==> config.mk <==
export PLATFORM = sky130hd
export DESIGN_NAME = lsu_load_align
export DESIGN_NICKNAME = d
export VERILOG_FILES = /design/src/hdl/lsu_pkg.sv /design/src/hdl/lsu_load_align.sv
export SDC_FILE = /design/constraint.sdc
export NUM_CORES = 1
export LEC_CHECK = 0
export BUFFER_PORTS_ARGS = -buffer_cell sky130_fd_sc_hd__buf_2
export CORE_ASPECT_RATIO = 2
export CORE_MARGIN = 8
export CORE_UTILIZATION = 49
export DETAILED_ROUTE_END_ITERATION = 7
export GPL_ROUTABILITY_DRIVEN = 0
export PLACE_DENSITY = 0.87
export SYNTH_ARGS = -nofsm -noshare
export SYNTH_HDL_FRONTEND = slang
export SYNTH_SLANG_ARGS = --single-unit
==> constraint.sdc <==
create_clock -name clk -period 0.9 [get_ports clk]
set_input_delay 0.135 -clock clk [delete_from_list [all_inputs] [get_ports clk]]
set_output_delay 0.135 -clock clk [all_outputs]
set_load 0.05 [all_outputs]
==> src/hdl/lsu_pkg.sv <==
`default_nettype none

package lsu_pkg;

    localparam int XLEN      = 32;
    localparam int OFF_W     = 12;
    localparam int MEM_WORDS = 256;
    localparam int MEM_AW    = $clog2(MEM_WORDS);

    // Loads use codes 0 to 4 and stores use 5 to 7
    typedef enum logic [2:0] {
        OP_LB  = 3'd0,
        OP_LH  = 3'd1,
        OP_LW  = 3'd2,
        OP_LBU = 3'd3,
        OP_LHU = 3'd4,
        OP_SB  = 3'd5,
        OP_SH  = 3'd6,
        OP_SW  = 3'd7
    } lsu_op_e;

    function automatic logic op_is_store(lsu_op_e op);
        return op inside {OP_SB, OP_SH, OP_SW};
    endfunction

    // Access size in bytes
    function automatic logic [2:0] op_size(lsu_op_e op);
        logic [2:0] size;
        case (op)
            OP_LB, OP_LBU, OP_SB: begin
                size = 3'd1;
            end
            OP_LH, OP_LHU, OP_SH: begin
                size = 3'd2;
            end
            default: begin
                size = 3'd4;
            end
        endcase
        return size;
    endfunction

endpackage

`default_nettype wire

==> src/hdl/lsu_load_align.sv <==
`timescale 1ns/1ps
`default_nettype none

module lsu_load_align
    import lsu_pkg::*;
(
    input  wire               clk,
    input  wire               rst_n,
    input  wire               advance,
    input  wire               s2_valid,
    input  wire lsu_op_e      s2_op,
    input  wire [1:0]         s2_byte_off,
    input  wire [XLEN-1:0]    s2_rword,
    input  wire               s2_err,
    output logic              out_valid,
    output logic [XLEN-1:0]   rdata,
    output logic              err
);

    logic [XLEN-1:0] shifted;
    logic [XLEN-1:0] result;
    logic            sign_ext;

    // Bring the addressed byte or halfword down to bit 0
    assign shifted  = s2_rword >> {s2_byte_off, 3'b000};
    assign sign_ext = (s2_op == OP_LB) || (s2_op == OP_LH);

    always_comb begin
        case (op_size(s2_op))
            3'd1: begin
                result = {{(XLEN-8){sign_ext & shifted[7]}}, shifted[7:0]};
            end
            3'd2: begin
                result = {{(XLEN-16){sign_ext & shifted[15]}}, shifted[15:0]};
            end
            default: begin
                result = s2_rword;
            end
        endcase
        // Stores and faulted accesses answer with zero
        if (op_is_store(s2_op) || s2_err) begin
            result = '0;
        end
    end

    always_ff @(posedge clk or negedge rst_n) begin
        if (!rst_n) begin
            out_valid <= 1'b0;
        end else if (advance) begin
            out_valid <= s2_valid;
        end
    end

    always_ff @(posedge clk) begin
        if (advance) begin
            rdata <= result;
            err   <= s2_err;
        end
    end

endmodule

`default_nettype wire

==> results of run 1 <==
stage by stage:
stage                     util [%]  TNS (ps)  hold WS, ps
final                        85.41    -23370        79.69
after global routing         85.41    -25980        88.75
after detailed placement     69.98    -35640       -88.71
after CTS                    83.35    -22680        81.81
after floorplan                  -    -19740       -160.6
after global placement       69.98    -32480       -90.95
power breakdown:
| group | internal (W) | switching [W] | leakage (nW) |
|---|---|---|---|
| logic | 0.000902 | 0.00122 | 1.19 |
| registers | 0.00191 | 0.0000724 | 0.326 |
| clock network | 0.000829 | 0.000576 | 0.0524 |
| total | 0.00364 | 0.00187 | 1.56 |
how the worst min path moves through the flow:
stage | startpoint | to | slack (ps) | cells after the start
3_5_place_dp | rst_n | out_valid | -90 | 1
6_report | s2_valid | out_valid | 80 | 2
5_1_grt | s2_valid | out_valid | 90 | 2
2_1_floorplan | rst_n | out_valid | -160 | 0
4_1_cts | s2_valid | out_valid | 80 | 2
3_3_place_gp | rst_n | out_valid | -90 | 1
kinds of logic (layout without fill, tap and decap cells):
logic type	count (synthesis)	in the layout	synth area share, %
AO/OA/AOI/OAI	50	50	22.11
adder cells (fa/ha/maj)	2	2	1.242
flip-flops	34	34	50.43
multiplexers	14	14	9.876
XOR/XNOR	1	1	0.4349
buffers and inverters	26	150	5.714
AND/OR/NAND/NOR	41	41	10.19
cells in the mapped netlist, types with 2 or more instances:
cell and count:
mux2i_1 6, a22oi_1 4, nor2b_1 7, ha_1 2, or2_2 2, clkbuf_1 2, mux2_2 3, a32oi_1 3
buf_2 5, o21ai_0 2, nor2_1 15, o22ai_1 5, mux4_2 4, o221ai_1 4, nand2b_1 2, edfxtp_1 33
a221oi_2 4, a221oi_1 4, nand2_1 10, a21o_1 17, inv_1 16, and2_1 3
state kept, by name (all words and copies together) (netlist names):
register,cells
out_valid,1
rdata,32
err,1
cells in the final DEF, fill, tap and decap left out, types with 2 or more instances in the layout:
cell / instances
buf_4: 39
a32oi_1: 3
clkbuf_8: 5
mux2i_1: 6
mux4_2: 4
buf_8: 2
a21o_1: 17
nor2b_1: 5
buf_12: 7
and2_4: 2
o22ai_1: 5
nor2_1: 10
a221oi_2: 7
o21ai_0: 2
mux2_2: 2
inv_2: 2
nand2_1: 10
nor2b_4: 2
a22oi_2: 5
nand2b_1: 2
edfxtp_1: 33
buf_6: 37
mux2_4: 2
a32oi_4: 2
clkbuf_1: 2
inv_1: 14
buf_2: 39
o221ai_2: 3
and2_1: 2
ha_4: 2
nor2_4: 4
metal layers:
metal  GRT usage (%)  vias up  routed length, um
met5               0        -                  0
met4           10.67        0                314
met3           5.156       28                639
met2           39.08      147               4243
met1           22.35      973               2659
li1                -      886                  -
worst max-delay path: cells and delay by family:
kind / cells / cell delay, ps
adders and majority gates: 1 / 200
AOI/OAI and AO/OA: 4 / 720
buffers and inverters: 2 / 270
and+or+nand+nor: 3 / 310
timing repair:
action	4_1_cts	5_1_grt
pin swaps	15	15
hold endpoints to repair	1	0
resized for setup	93	15
setup buffers	8	2
setup endpoints to repair	66	66
cloned	1	0
hold buffers	1	0
final cells by class:
class | count | area (um^2)
Sequential cell | 34 | 1017
Fill cell | 208 | 584.3
Clock inverter | 1 | 30.03
Tap cell | 52 | 65.06
Multi-Input combinational cell | 108 | 1062
Clock buffer | 7 | 76.32
Inverter | 16 | 60.06
Timing Repair Buffer | 126 | 1110
==> impl_metrics.csv, run 1 <==
group,metric,value,unit
place,dp.cells,324,
final_layout,fin_area,0.003421,mm^2
detailed_routing,routed_via_density,5.913,
grt,grt_pass1_wl,10.72,mm
clock_network,root_buffer,"clkbuf_8",
sta,skew,0,ps
power_and_ir_drop,power,0.005510,W
place,dp_worst_setup_slack,-1273,ps
grt,globalRouteOverflowTotal,0,
final_layout,drive_gt1_share,60.62,%
yosys,synth-edff-count,33,
detailed_routing,drt_iter0_drc,63,
clock_network,numCtsBuffers,5,
floorplanning,coreArea,0.004005,mm^2
worst_setup_path,critical_path_required,950,ps
sta,drv_slew,0,
floorplanning,dieArea,0.006543,mm^2
final_layout,diodes,0,
worst_setup_path,timing.rr.end,"out_valid",
worst_setup_path,cp-start-kind,"primary input",
sta,worst_pin_slew,451.9,ps
yosys,synth_ff_type,"edfxtp_1",
worst_setup_path,criticalPathCategory,"in -> reg",
clock_network,cts_tree,"built",
place,dpl.hpwl,4.485,mm
sta,max_slew_margin,69.80,%
detailed_routing,antenna_left,0,
yosys,syn_inst,168,
final_layout,stdcell_count,344,
sta,max_freq,625.6,MHz
detailed_routing,drc,0,
worst_setup_path,critPathMaxStageDelay,210,ps
worst_setup_path,r2r_slack,120,ps
yosys,synthTopCellsByArea,"edfxtp_1 (49%), a21o_1 (6.3%), mux4_2 (4.5%), mux2i_1 (3.0%), a221oi_2 (3.0%)",
yosys,synth_top_area_share,49.19,%
power_and_ir_drop,p_per_area,1611,mW/mm^2
yosys,ys_warn_count,0,
worst_setup_path,crit_fanout,6,
floorplanning,initial_core_util,50.30,%
grt,grt_pass1_vias,2185,
clock_network,clkSinkCount,34,
floorplanning,die_h,106.7,um
run_status,violations,"setup timing",
floorplanning,io_pins,76,
yosys,avgSynthCellArea,11.99,um^2
yosys,ys_async_sr_fraction,2.941,%
worst_setup_path,worstSetupStartpoint,"s2_op[2]",
sta,layout_min_cycle_time,1598,ps
sta,setup_slack,-698.5,ps
worst_setup_path,r2r-start,"out_valid",
grt,track_usage,21.94,%
job,drv_cap,0,
place,dpl_cell_area,0.002803,mm^2
clock_network,htreeDepth,2,
detailed_routing,via_count,2034,
detailed_routing,wl_per_cell,22.84,um
grt,grt_max_degree,19,
sta,fin_crit_sh,177.6,%
detailed_routing,drt-total-wl,7.857,mm
grt,antenna_found_initial,0,
worst_hold_path,min_path_type,"in -> reg",
yosys,yosysTopAreaCell,"edfxtp_1",
worst_setup_path,crit_slowest_cell,"a32oi_4",
place,port_buffers,75,
worst_setup_path,endpoint,"rdata[26]",
clock_network,path_clk_slew,80,ps
sta,hold_viol_final,0,
sta,report.final.setup_viol,66,
yosys,syn_area,0.002014,mm^2
yosys,yosysUniqueCellTypes,37,
yosys,syn-num-nets,212,
clock_network,clock_path_buffers,2,
floorplanning,rows,33,
power_and_ir_drop,power.leakage,1.565,nW
sta,rsz0062_at_grt,"yes",
yosys,yosysSeqAreaShare,50.43,%
worst_setup_path,crit_path_frequent_cell,"a21o_1",
power_and_ir_drop,ir_worst_vdd,1.138,mV
final_layout,syn2layout_area_growth,69.81,%
detailed_routing,firstDrtPassIters,4,
final_layout,nNetsFinal,335,
run_status,outcome,"finished with violations",
worst_setup_path,rr_worst_depth,1,
worst_setup_path,end_kind,"flop",
clock_network,clock_latency,290,ps
worst_setup_path,crit_chain,"buf_8 -> nor2_4 -> nor2_1 -> a21o_1 -> ha_4 -> nor2b_4 -> a32oi_4 -> a21oi_4 -> buf_12 -> a21o_1",
yosys,yosys_register_bits,34,
floorplanning,die_x,61.34,um
worst_setup_path,critPathArrivalTime,1640,ps
(Power assumes the default switching activity.)
==> run 2: changes to the inputs <==
Settings changed: CELL_PAD_IN_SITES_DETAIL_PLACEMENT from default to 1, CELL_PAD_IN_SITES_GLOBAL_PLACEMENT from default to 1, CORE_UTILIZATION 49 to 38.
==> impl_metrics.csv, run 2 (synthesis gave the netlist of run 1 again) <==
group,metric,value,unit
power_and_ir_drop,power.leakage,1.582,nW
power_and_ir_drop,p_comb_share,39.9,%
detailed_routing,firstDrtPassIters,4,
worst_setup_path,critPathArrivalTime,1690,ps
final_layout,stdcell_count,359,
power_and_ir_drop,ir_worst_vdd,1.070,mV
place,port_buffers,75,
sta,worst_pin_slew,364.1,ps
worst_setup_path,path_buf_inv,3,
final_layout,multiInputGateArea,0.001050,mm^2
detailed_routing,antenna_left,0,
worst_setup_path,cp-start-kind,"primary input",
clock_network,clock_latency,300,ps
final_layout,register_area,0.001017,mm^2
final_layout,mostFrequentLayoutCell,"buf_4",
detailed_routing,drt_iter0_drc,100,
floorplanning,rows,37,
floorplanning,io_pins,76,
power_and_ir_drop,seq_power_share,37.0,%
clock_network,clock_path_buffers,2,
power_and_ir_drop,p_per_area,1568,mW/mm^2
detailed_routing,drc,0,
job,drv_cap,0,
clock_network,cts_tree,"built",
grt,grt_max_degree,19,
grt,grt_pass1_wl,13.32,mm
final_layout,diodes,0,
run_status,outcome,"finished with violations",
grt,antenna_found_initial,0,
final_layout,drive_gt1_share,61.13,%
sta,drv_slew,0,
sta,max_slew_margin,75.73,%
detailed_routing,via_count,2004,
power_and_ir_drop,clkPwrFrac,23.1,%
final_layout,largestRegisters,"rdata x32, err x1, out_valid x1",
sta,whs,39.26,ps
worst_setup_path,crit_slowest_cell,"a21o_1",
floorplanning,initial_core_util,39.20,%
worst_setup_path,crit_fanout,6,
worst_setup_path,crit_family,"compound AO/OA/AOI/OAI gates",
final_layout,n_fill_cell,524,
worst_setup_path,critical_path_required,950,ps
sta,rsz0062_at_grt,"yes",
floorplanning,dieArea,0.008028,mm^2
power_and_ir_drop,intPower,0.003414,W
power_and_ir_drop,power,0.005343,W
sta,hold_viol_final,0,
sta,skew,0,ps
grt,globalRouteOverflowTotal,0,
place,dp_worst_setup_slack,-1084,ps
sta,setup_slack,-741.4,ps
detailed_routing,wl_per_cell,24.46,um
run_status,violations,"setup timing",
sta,max_freq,609.2,MHz
final_layout,syn2layout_area_growth,69.19,%
place,dpl.hpwl,5.785,mm
clock_network,numCtsBuffers,5,
final_layout,final_core_util,66.33,%
floorplanning,die_h,119.0,um
final_layout,regMostFlops,"rdata",
final_layout,layout_common_cells,"buf_4 (52), buf_2 (39), buf_6 (38), edfxtp_1 (33), a21o_1 (17)",
place,dp.cells,344,
worst_hold_path,min_path_type,"in -> reg",
floorplanning,coreArea,0.005139,mm^2
worst_setup_path,criticalPathCategory,"in -> reg",
worst_setup_path,crit_chain,"buf_8 -> xnor2_2 -> a21o_1 -> inv_2 -> ha_4 -> and2_4 -> a22oi_2 -> a21oi_4 -> buf_6 -> a21o_1",
detailed_routing,routed_via_density,5.582,
worst_setup_path,critPathMaxStageDelay,230,ps
clock_network,clkSinkCount,34,
clock_network,htreeDepth,2,
power_and_ir_drop,switching_power,0.001929,W
sta,layout_min_cycle_time,1641,ps
grt,track_usage,22.57,%
grt,grt_pass1_vias,2371,
final_layout,nNetsFinal,344,
floorplanning,die_x,67.49,um
clock_network,root_buffer,"clkbuf_8",
sta,report.final.setup_viol,66,
clock_network,path_clk_slew,80,ps
detailed_routing,drt-total-wl,8.782,mm
worst_setup_path,end_kind,"flop",
final_layout,largest_reg_flops,32,
sta,fin_crit_sh,182.4,%
power_and_ir_drop,p_sw_share,36.10,%
worst_setup_path,crit_path_frequent_cell,"a21o_1",
==> run 2: power by group through the flow <==
| stage | sequential [W] | combinational [W] | clock, W |
|---|---|---|---|
| 5_1_grt | 0.00199 | 0.00221 | 0.00129 |
| 4_1_cts | 0.00198 | 0.00199 | 0.00124 |
| 3_3_place_gp | 0.00197 | 0.00169 | 0 |
| 6_report | 0.00198 | 0.00213 | 0.00123 |
| 2_1_floorplan | 0.00248 | 0.000586 | 0 |
| 3_5_place_dp | 0.00198 | 0.00176 | 0 |
==> run 2: routing by layer <==
| layer | vias up | GRT usage (%) | wire, um | part of all wire [%] |
|---|---|---|---|---|
| met1 | 998 | 21.82 | 2853 | 32 |
| li1 | 898 | - | - | - |
| met5 | - | 0 | 0 | 0 |
| met3 | 29 | 4.695 | 403 | 4.6 |
| met4 | 0 | 14.49 | 380 | 4.3 |
| met2 | 79 | 40.31 | 5145 | 59 |
==> run 2: cell type report <==
type	instances	area share, %
Clock buffer	6	2.423
Tap cell	58	2.129
Inverter	16	1.762
Multi-Input combinational cell	108	30.80
Sequential cell	34	29.85
Timing Repair Buffer	135	32.67
Clock inverter	2	0.3671
==> run 2: final timing paths <==
kind | slack (ps) | depth (start not counted) | start | end
worst max-delay path | -740 | 10 | s2_op[1] | rdata[31]
worst min-delay path | 40 | 1 | s2_err | err
worst max register to register | 90 | 1 | out_valid | out_valid
worst min register to register | 570 | 1 | out_valid | out_valid
max in group asynchronous | 670 | 2 | rst_n | out_valid
min in group asynchronous | 130 | 2 | rst_n | out_valid
==> run 2: per-stage QoR <==
stage	cell area [um^2]	setup TNS (ps)
6_report	3408	-24160
5_1_grt	3408	-25840
4_1_cts	3314	-21490
3_5_place_dp	2903	-31010
3_3_place_gp	2903	-27120
2_1_floorplan	2095	-19740
==> run 2: repair_timing <==
action                     CTS  global route
pin swaps                    5            10
buffers inserted             3             3
hold buffers                 1             0
setup endpoints to repair   66            66
gates resized for setup     83            12
hold endpoints to repair     1             0
