$ cat src/hdl/lsu_pkg.sv
`default_nettype none

package lsu_pkg;

    localparam int XLEN      = 32;
    localparam int OFF_W     = 12;
    localparam int MEM_WORDS = 256;
    localparam int MEM_AW    = $clog2(MEM_WORDS);

    // Loads use codes 0 to 4 and stores use 5 to 7
    typedef enum logic [2:0] {
        OP_LB  = 3'd0,
        OP_LH  = 3'd1,
        OP_LW  = 3'd2,
        OP_LBU = 3'd3,
        OP_LHU = 3'd4,
        OP_SB  = 3'd5,
        OP_SH  = 3'd6,
        OP_SW  = 3'd7
    } lsu_op_e;

    function automatic logic op_is_store(lsu_op_e op);
        return op inside {OP_SB, OP_SH, OP_SW};
    endfunction

    // Access size in bytes
    function automatic logic [2:0] op_size(lsu_op_e op);
        logic [2:0] size;
        case (op)
            OP_LB, OP_LBU, OP_SB: begin
                size = 3'd1;
            end
            OP_LH, OP_LHU, OP_SH: begin
                size = 3'd2;
            end
            default: begin
                size = 3'd4;
            end
        endcase
        return size;
    endfunction

endpackage

`default_nettype wire

$ cat src/hdl/lsu_agu.sv
`timescale 1ns/1ps
`default_nettype none

module lsu_agu
    import lsu_pkg::*;
(
    input  wire               clk,
    input  wire               rst_n,
    input  wire               advance,
    input  wire               in_valid,
    input  wire lsu_op_e      op,
    input  wire [XLEN-1:0]    base,
    input  wire [OFF_W-1:0]   offset,
    input  wire [XLEN-1:0]    wdata,
    output logic              s1_valid,
    output lsu_op_e           s1_op,
    output logic [XLEN-1:0]   s1_addr,
    output logic [3:0]        s1_be,
    output logic [XLEN-1:0]   s1_wdata,
    output logic              s1_err
);

    logic [XLEN-1:0] ea;
    logic [2:0]      size;
    logic            misaligned;
    logic [3:0]      be;
    logic [XLEN-1:0] lane_data;

    assign ea   = base + {{(XLEN-OFF_W){offset[OFF_W-1]}}, offset};
    assign size = op_size(op);

    always_comb begin
        case (size)
            3'd2: begin
                misaligned = ea[0];
            end
            3'd4: begin
                misaligned = |ea[1:0];
            end
            default: begin
                misaligned = 1'b0;
            end
        endcase
    end

    // Store data is copied into every lane of its size and the mask picks the real one
    always_comb begin
        case (size)
            3'd1: begin
                be        = 4'b0001 << ea[1:0];
                lane_data = {4{wdata[7:0]}};
            end
            3'd2: begin
                be        = 4'b0011 << ea[1:0];
                lane_data = {2{wdata[15:0]}};
            end
            default: begin
                be        = 4'b1111;
                lane_data = wdata;
            end
        endcase
        if (!op_is_store(op) || misaligned) begin
            be = 4'b0000;
        end
    end

    always_ff @(posedge clk or negedge rst_n) begin
        if (!rst_n) begin
            s1_valid <= 1'b0;
        end else if (advance) begin
            s1_valid <= in_valid;
        end
    end

    // Request payload moves in step with the valid bit
    always_ff @(posedge clk) begin
        if (advance) begin
            s1_op    <= op;
            s1_addr  <= ea;
            s1_be    <= be;
            s1_wdata <= lane_data;
            s1_err   <= misaligned;
        end
    end

endmodule

`default_nettype wire

$ cat config.mk
export PLATFORM = sky130hd
export DESIGN_NAME = lsu_agu
export DESIGN_NICKNAME = d
export VERILOG_FILES = /design/src/hdl/lsu_pkg.sv /design/src/hdl/lsu_agu.sv
export SDC_FILE = /design/constraint.sdc
export NUM_CORES = 1
export LEC_CHECK = 0
export ABC_AREA = 1
export BUFFER_PORTS_ARGS = -buffer_cell sky130_fd_sc_hd__buf_2
export CAP_MARGIN = 20
export CORE_ASPECT_RATIO = 0.8
export CORE_MARGIN = 2
export CORE_UTILIZATION = 52
export DETAILED_ROUTE_END_ITERATION = 7
export GPL_ROUTABILITY_DRIVEN = 1
export PLACE_DENSITY = 0.93
export SLEW_MARGIN = 30
export SYNTH_ARGS = -nofsm -noshare
export SYNTH_HDL_FRONTEND = slang
export SYNTH_SLANG_ARGS = --single-unit
export TNS_END_PERCENT = 20
$ cat constraint.sdc
create_clock -name clk -period 0.9 [get_ports clk]
set_clock_uncertainty 0.1 [all_clocks]
set_input_delay 0.045 -clock clk [delete_from_list [all_inputs] [get_ports clk]]
set_output_delay 0.045 -clock clk [all_outputs]
set_load 0.1 [all_outputs]
==> results of run 1 <==
## kinds of logic after synthesis
| kind of cell | Yosys count | synth area share [%] |
|---|---|---|
| DFF | 73 | 42.84 |
| adders and majority gates | 35 | 8.726 |
| AOI/OAI and AO/OA | 48 | 5.613 |
| buffers and inverters | 124 | 9.142 |
| xor gates and xnor gates | 16 | 2.745 |
| and+or+nand+nor | 372 | 30.71 |
| muxes | 1 | 0.2206 |
## synthesized netlist by cell type, drive strengths merged
library cell | count | area, um^2
or2 | 4 | 27.53
inv | 119 | 446.7
dfrtp | 1 | 25.02
fa | 1 | 20.02
xnor2 | 2 | 17.52
o21bai | 2 | 15.01
xor2 | 14 | 122.6
edfxtp | 72 | 2162
a21o | 1 | 7.510
a32oi | 8 | 70.07
nor3 | 5 | 51.30
mux2 | 1 | 11.26
a21oi | 26 | 137.6
ha | 34 | 425.4
a31oi | 1 | 6.260
nand4 | 3 | 18.77
nor2 | 50 | 202.7
nand2 | 283 | 1112
o21ai | 10 | 50.05
clkbuf | 3 | 11.26
nand3 | 27 | 155.2
buf | 2 | 8.750
## per-stage QoR
stage                     TNS (ns)  cells  util (%)
after global placement      -47.35   1009     81.09
after floorplan             -43.28    669         -
after detailed placement    -52.04   1009     81.09
==> summary.txt, run 1 <==
Outcome
  – Status: aborted with a tool error
  – Failed at: clock tree synthesis (4_1_cts)
  – Log Error: [ERROR DPL-0038] Utilization greater than 100%, impossible to legalize

Synthesis
  – Mapped Area: 5105 um^2
  – Synthesized area per cell: 7.631 um^2
  – Yosys cell types: 33
  – Flop and latch count out of synthesis: 73
  – Mapped Cells: 669
  – Sequential-to-total area share from yosys stat: between 40% and 50%
  – Syn_nets: between 700 and 800
  – Yosys warning count: 0

Clocking
  – Hold-fix buffers, CTS: 38
  – H-tree depth: 3
  – Post-CTS Setup Bufs: 23
  – Total CTS buffers: 9
  – Post-CTS sizing: 215
  – CTS Sinks: 73
  – Clock root cell: clkbuf_16
  – Max clock buf depth: 2

Die
  – Starting Density: 53.13%
  – Die Width: approximately 110 um
  – Num rows: 32
  – Die H: 92.62 um
  – Ports: 156

Placed design
  – RD Place Congestion: 0.9437
  – Place WS: -1.046 ns
  – Port bufs: roughly 160
  – Placed wire-length estimate: 13.26 mm
  – DP Area: around 7800 um^2
==> run 2: changes to the inputs <==
- CORE_ASPECT_RATIO: 0.8 -> not set
- CORE_UTILIZATION: 52 -> 40
- PLACE_DENSITY: 0.93 -> not set
- PLACE_DENSITY_LB_ADDON: not set -> 0.15
==> run 2 against run 1 <==
The flow now finishes, with violations (hold timing, setup timing); area after synthesis stayed put; synthesized cell count stayed put.
==> summary.txt, run 2 <==
Clocking
  – Clk slew on worst S/H paths: approximately 0.07 ns
  – CTS Sinks: 73
  – Clock Latency Late Sink: 0.34 ns
  – Clock root cell: clkbuf_16
  – H-tree depth: 3
  – Max clock buf depth: 2
  – Hold-fix buffers, CTS: 41
  – Total CTS buffers: 9
  – CTS tree: done

Synthesis
  – Ys flop type: edfxtp_1
  – Synth area leaders: edfxtp_1, nand2_1, inv_1
  – Most common cell in the synthesized netlist: nand2_1
  – Yosys top cell area share: 42.35%
  – Number of synthesized flops with an enable pin: 72
  – Commonest cells post-synth: nand2_1, inv_1, edfxtp_1
  – Post-synth top area cell: edfxtp_1
  – Flop and latch count out of synthesis: 73
  – Mapped Area: about 5100 um^2
  – Synthesized area per cell: 7.631 um^2
  – Asr flop ratio synth: 1.370%
  – Yosys cell types: 33
  – Syn_nets: 787
  – Sequential-to-total area share from yosys stat: a little over two fifths
  – Yosys warning count: 0
  – Mapped Cells: 669

Worst setup path
  – Capturing element type of the critical path: flip-flop
  – Worst path max stage delay: 0.38 ns
  – Req. time, crit path: ~0.90 ns
  – Crit path DAT: 1.41 ns
  – Startpoint Class: input port
  – Worst Path Buf+Inv: 3
  – Top delay family on crit path: adder cells
  – Crit path max-delay cell type: fa_2
  – Max FO, Critical Path: 4
  – CP Cell Sequence: buf_6 -> ha_4 -> fa_2 -> nand3_2 -> nand3_2 -> nand2_2 -> nand2_4 -> buf_4 -> buf_4 -> xor2_1
  – Crit path kind: in2reg

Placed design
  – RD Place Congestion: 0.8786
  – Post-Place Cells: 1058
  – Placed wire-length estimate: 11.38 mm
  – DP Area: 7831 um^2
  – Port bufs: 155

Cells and area
  – Post-route cell area: 9756 um^2
  – N_diodes: 0
  – Most common cell after layout, fill and taps aside: nand2_1
  – Non-Filler Instances: 1129
  – Nets: 1070
  – Fillers: 752
  – Final Core Density: 77.94%
  – Most frequent cells in the layout: nand2_1, inv_1, buf_12, edfxtp_1, buf_4
  – Layout cells sized above 1: 47.23%
  – Area growth, synth to finish: 91.10%
  – Top flop regs: s1_addr (32), s1_wdata (32), s1_be (4)

Power and ir drop
  – Design Power: 0.01721 W
  – Leakage dissipation: 4.671 nW
  – Max VDD drop: 989.4 uV
  – Pwr Density: 1764 nW/um^2

Drt
  – Vias per inst: 4.905
  – Number of nets with antenna violations after routing: 0
  – Total Wirelength: 17.81 mm
  – Iter 0 DRT Violations: 404
  – DRC viols: 0
  – Vias: ~5500
  – First-pass DRT Iterations: 5
  – Wire length per cell: around 16 um

Die
  – Core Box Area: about 13000 um^2
  – Die ar.: 13680 um^2
  – Num rows: 41
  – Starting Density: 40.78%
  – Ports: 156
  – Die Width: about 120 um
  – Die H: 117.0 um

Global routing
  – Largest net degree at the start of global routing: 33
  – Vias in the first global route: 5674
  – Initial antenna violation count: 0
  – Gr ovfl total: 0
  – First-pass GRT wire length: 26.97 mm
  – Overall Global Routing Usage: roughly 26%

Timing
  – Final worst path period share: 156.2%
  – Max-slew headroom: 74.95%
  – FMAX: 711.1 MHz
  – Fin. max-slew vios: 0
  – WHS: -0.06562 ns
  – RSZ-0062 raised after global routing: true
  – Endpoints failing hold: 2
  – Final worst-path setup slack: -0.5062 ns
  – Final worst path period need: 1.406 ns
  – Endpoints failing setup: 131
  – Slew @ Worst Pin: 0.3748 ns

Outcome
  – Status: complete, but fails checks
  – Violated checks: hold timing, setup timing

Worst hold path
  – Hold crit path type: in2reg

Job
  – # Max-Cap Violations: 0
[run 2: worst paths after layout]
path / from / to / slack, ns / cells past startpoint
max: base[0] / s1_addr[8] / -0.51 / 10
min: offset[0] / s1_addr[0] / -0.07 / 2
max reg2reg: s1_valid / s1_valid / 0.05 / 1
min reg2reg: s1_valid / s1_valid / 0.43 / 1
max in group asynchronous: rst_n / s1_valid / 0.13 / 3
min in group asynchronous: rst_n / s1_valid / 0.46 / 3
[run 2: area by class of cell]
cell class / count / area [um^2] / share of cell area, %
tap: 172 / 215.2 / 2.206
timing repair buffer: 277 / 3157 / 32.36
inverter: 119 / 466.7 / 4.784
multi-input combinational: 472 / 3451 / 35.37
clock buffer: 9 / 225.2 / 2.309
sequential: 73 / 2187 / 22.42
clock inverter: 7 / 53.80 / 0.5515
[run 2: kinds of logic (layout without fill, tap and decap cells)]
| family | after synthesis | in the layout | share of synthesized area, % |
|---|---|---|---|
| AOI/OAI and AO/OA | 48 | 48 | 5.613 |
| muxes | 1 | 1 | 0.2206 |
| buffers and inverters | 124 | 412 | 9.142 |
| xor gates and xnor gates | 16 | 16 | 2.745 |
| DFF | 73 | 73 | 42.84 |
| and+or+nand+nor | 372 | 372 | 30.71 |
| adders and majority gates | 35 | 35 | 8.726 |
[run 2: layer usage]
layer / track usage (%) / up-vias / share of wire (%)
met2: 46.71 / 227 / 51
met4: 10.98 / 0 / 3.6
met3: 4.686 / 45 / 6.2
met5: 0 / - / 0
li1: - / 2690 / -
met1: 29.17 / 2576 / 40
[run 2: through the flow]
stage / worst slack (ns) / TNS (ns)
finish: -0.5062 / -34.58
CTS: -0.5291 / -33.98
global placement: -0.9843 / -47.81
floorplan: -0.7547 / -43.28
detailed placement: -1.033 / -49.64
global route: -0.5562 / -39.17
[run 2: power breakdown]
group / total [W] / switching (W) / leakage [nW] / internal, W
Combinational: 0.00903 / 0.00555 / 3.83 / 0.00349
Sequential: 0.00472 / 0.000367 / 0.713 / 0.00435
Clock: 0.00346 / 0.00157 / 0.130 / 0.00189
[run 2: timing repair]
action                                  CTS  global route
gates cloned                              3             0
endpoints found under the setup margin  133           132
resized for setup                       155            68
endpoints found under the hold margin    38             2
pin swaps                                56            35
buffers inserted                          9             4
Note: power is estimated with default switching activity, not from simulation.
==> run 3: changes to the inputs <==
- SETUP_SLACK_MARGIN: not set -> 0.15
==> run 3 against run 2 <==
The flow still finishes with violations (hold timing, setup timing); register-to-register slack about the same; hold slack got worse by 0.11 ns; worst setup slack got worse by 0.0083 ns; via count increased by 2.8%; count of clock-buffer cells in the layout unchanged; critical path type unchanged; largest cell class unchanged; highest routed layer unchanged.
==> summary.txt, run 3 (same netlist as run 2, synthesis figures left out) <==
Worst setup path
  – Crit path kind: in2reg
  – Worst R2R Path Depth: 1
  – Startpoint Class: input port
  – Max FO, Critical Path: 4
  – Capturing element type of the critical path: flip-flop
  – Req. time, crit path: 0.90 ns
  – Crit path max-delay cell type: fa_2
  – Worst path max stage delay: 0.39 ns
  – Crit path DAT: 1.42 ns
  – CP Cell Sequence: buf_6 -> ha_4 -> fa_2 -> nand3_2 -> nand3_2 -> nand2_2 -> nand2_4 -> buf_4 -> buf_4 -> xor2_1

Cells and area
  – Area growth, synth to finish: 89.41%
  – Post-route cell area: 9669 um^2
  – Non-Filler Instances: roughly 1100
  – Layout cells sized above 1: between 50% and 60%
  – Fillers: 734
  – FF+latch area: 2187 um^2
  – Final Core Density: 77.25%
  – Nets: between 1000 and 1500
  – Multi-input logic area: 3530 um^2
  – Most common cell after layout, fill and taps aside: nand2_1
  – Most frequent cells in the layout: nand2_1, inv_1, buf_12, buf_4, edfxtp_1
  – Top flop regs: s1_addr (32), s1_wdata (32), s1_be (4)
  – N_diodes: 0

Timing
  – Final worst-path setup slack: -0.5145 ns
  – RSZ-0062 raised after global routing: true
  – Max-slew headroom: between 70 and 80%
  – Fin. max-slew vios: 0
  – Endpoints failing hold: 29
  – Final worst path period share: 157.2%
  – Final worst path period need: roughly 1.4 ns
  – Slew @ Worst Pin: 0.3333 ns
  – WHS: -0.1748 ns
  – Endpoints failing setup: 132
  – FMAX: 707.0 MHz

Drt
  – Number of nets with antenna violations after routing: 0
  – DRC viols: 0
  – Iter 0 DRT Violations: 420
  – First-pass DRT Iterations: 5
  – Met1 Wirelength: 7.051 mm
  – Met2 WL: ~8.9 mm
  – Highest metal used: met4
  – Total Wirelength: approximately 18 mm
  – Vias per inst: 5.102
  – Met3 wire length: roughly 1.6 mm
  – Vias: 5694
  – Wire length per cell: around 16 um

Global routing
  – Largest net degree at the start of global routing: 33
  – Overall Global Routing Usage: 24.46%
  – Gr ovfl total: 0
  – First-pass GRT wire length: 25.85 mm
  – Initial antenna violation count: 0
  – Vias in the first global route: ~5500

Worst hold path
  – Hold crit path type: in2reg
  – Hold Path Cell Cnt: 1

Outcome
  – Violated checks: hold timing, setup timing
  – Status: complete, but fails checks

Clocking
  – CTS tree: done
  – Total CTS buffers: 9
  – Clock root cell: clkbuf_16
  – Max clock buf depth: 2
  – CTS Sinks: 73
  – Clock Latency Late Sink: 0.34 ns
  – H-tree depth: 3
  – Clk slew on worst S/H paths: 0.07 ns

Placed design
  – Placed wire-length estimate: 11.38 mm
  – RD Place Congestion: ~0.9
  – Port bufs: 155
  – DP Area: 7831 um^2
  – Post-Place Cells: 1058

Die
  – Die H: 117.0 um
  – Core Box Area: between 10000 and 15000 um^2
  – Starting Density: 40.78%
  – Ports: ~160
  – Die Width: 117.0 um
  – Num rows: 41
  – Die ar.: 13680 um^2

Power and ir drop
  – Pwr Density: 1799 nW/um^2
  – Max VDD drop: 950.0 uV
  – Leakage dissipation: 4.695 nW

Job
  – # Max-Cap Violations: 0
-- run 3: cell type report --
class	instances	share of cell area, %
sequential	73	22.62
timing repair buffer	264	30.94
inverter	119	4.827
clock buffer	9	2.329
multi-input combinational	472	36.50
clock inverter	7	0.5564
tap	172	2.226
-- run 3: final timing paths --
check / end / from / slack [ns]
max reg2reg: s1_valid / s1_valid / 0.05
min in group asynchronous: s1_valid / rst_n / 0.03
min reg2reg: s1_valid / s1_valid / 0.43
max: s1_addr[8] / base[0] / -0.51
max in group asynchronous: s1_valid / rst_n / 0.59
min: s1_wdata[1] / wdata[1] / -0.17
-- run 3: critical path, delay by kind of cell --
kind	cells	cell delay (ns)
simple gates	4	0.32
fa+ha+maj	2	0.55
buf+inv	3	0.36
xor+xnor	1	0.13
-- run 3: timing repair --
item / CTS / global route
setup buffers: 14 / 15
endpoints found under the hold margin: 38 / 35
pin swaps: 70 / 58
gates resized for setup: 168 / 91
cloned: 3 / 0
setup endpoints to repair: 134 / 136
hold buffers: 4 / 6
-- run 3: per-stage QoR --
| stage | worst slack [ns] | power, W | TNS [ns] |
|---|---|---|---|
| after floorplan | -0.7547 | 0.009435 | -43.28 |
| after global placement | -0.9843 | 0.01252 | -47.81 |
| after detailed placement | -1.033 | 0.01261 | -49.64 |
| after CTS | -0.5291 | 0.01684 | -34.61 |
| after global routing | -0.5826 | 0.01797 | -41.13 |
| final | -0.5145 | 0.01739 | -36.43 |
-- run 3: where the power goes --
part	switching [W]	internal [W]
logic	0.00567	0.00355
registers	0.000358	0.00435
clock network	0.00157	0.00189
total	0.00760	0.00979
-- run 3: per-layer routing --
metal	up-vias	track usage (%)
li1	2657	-
met1	2668	29.05
met2	316	42.66
met3	53	4.583
met4	0	11.84
met5	-	0
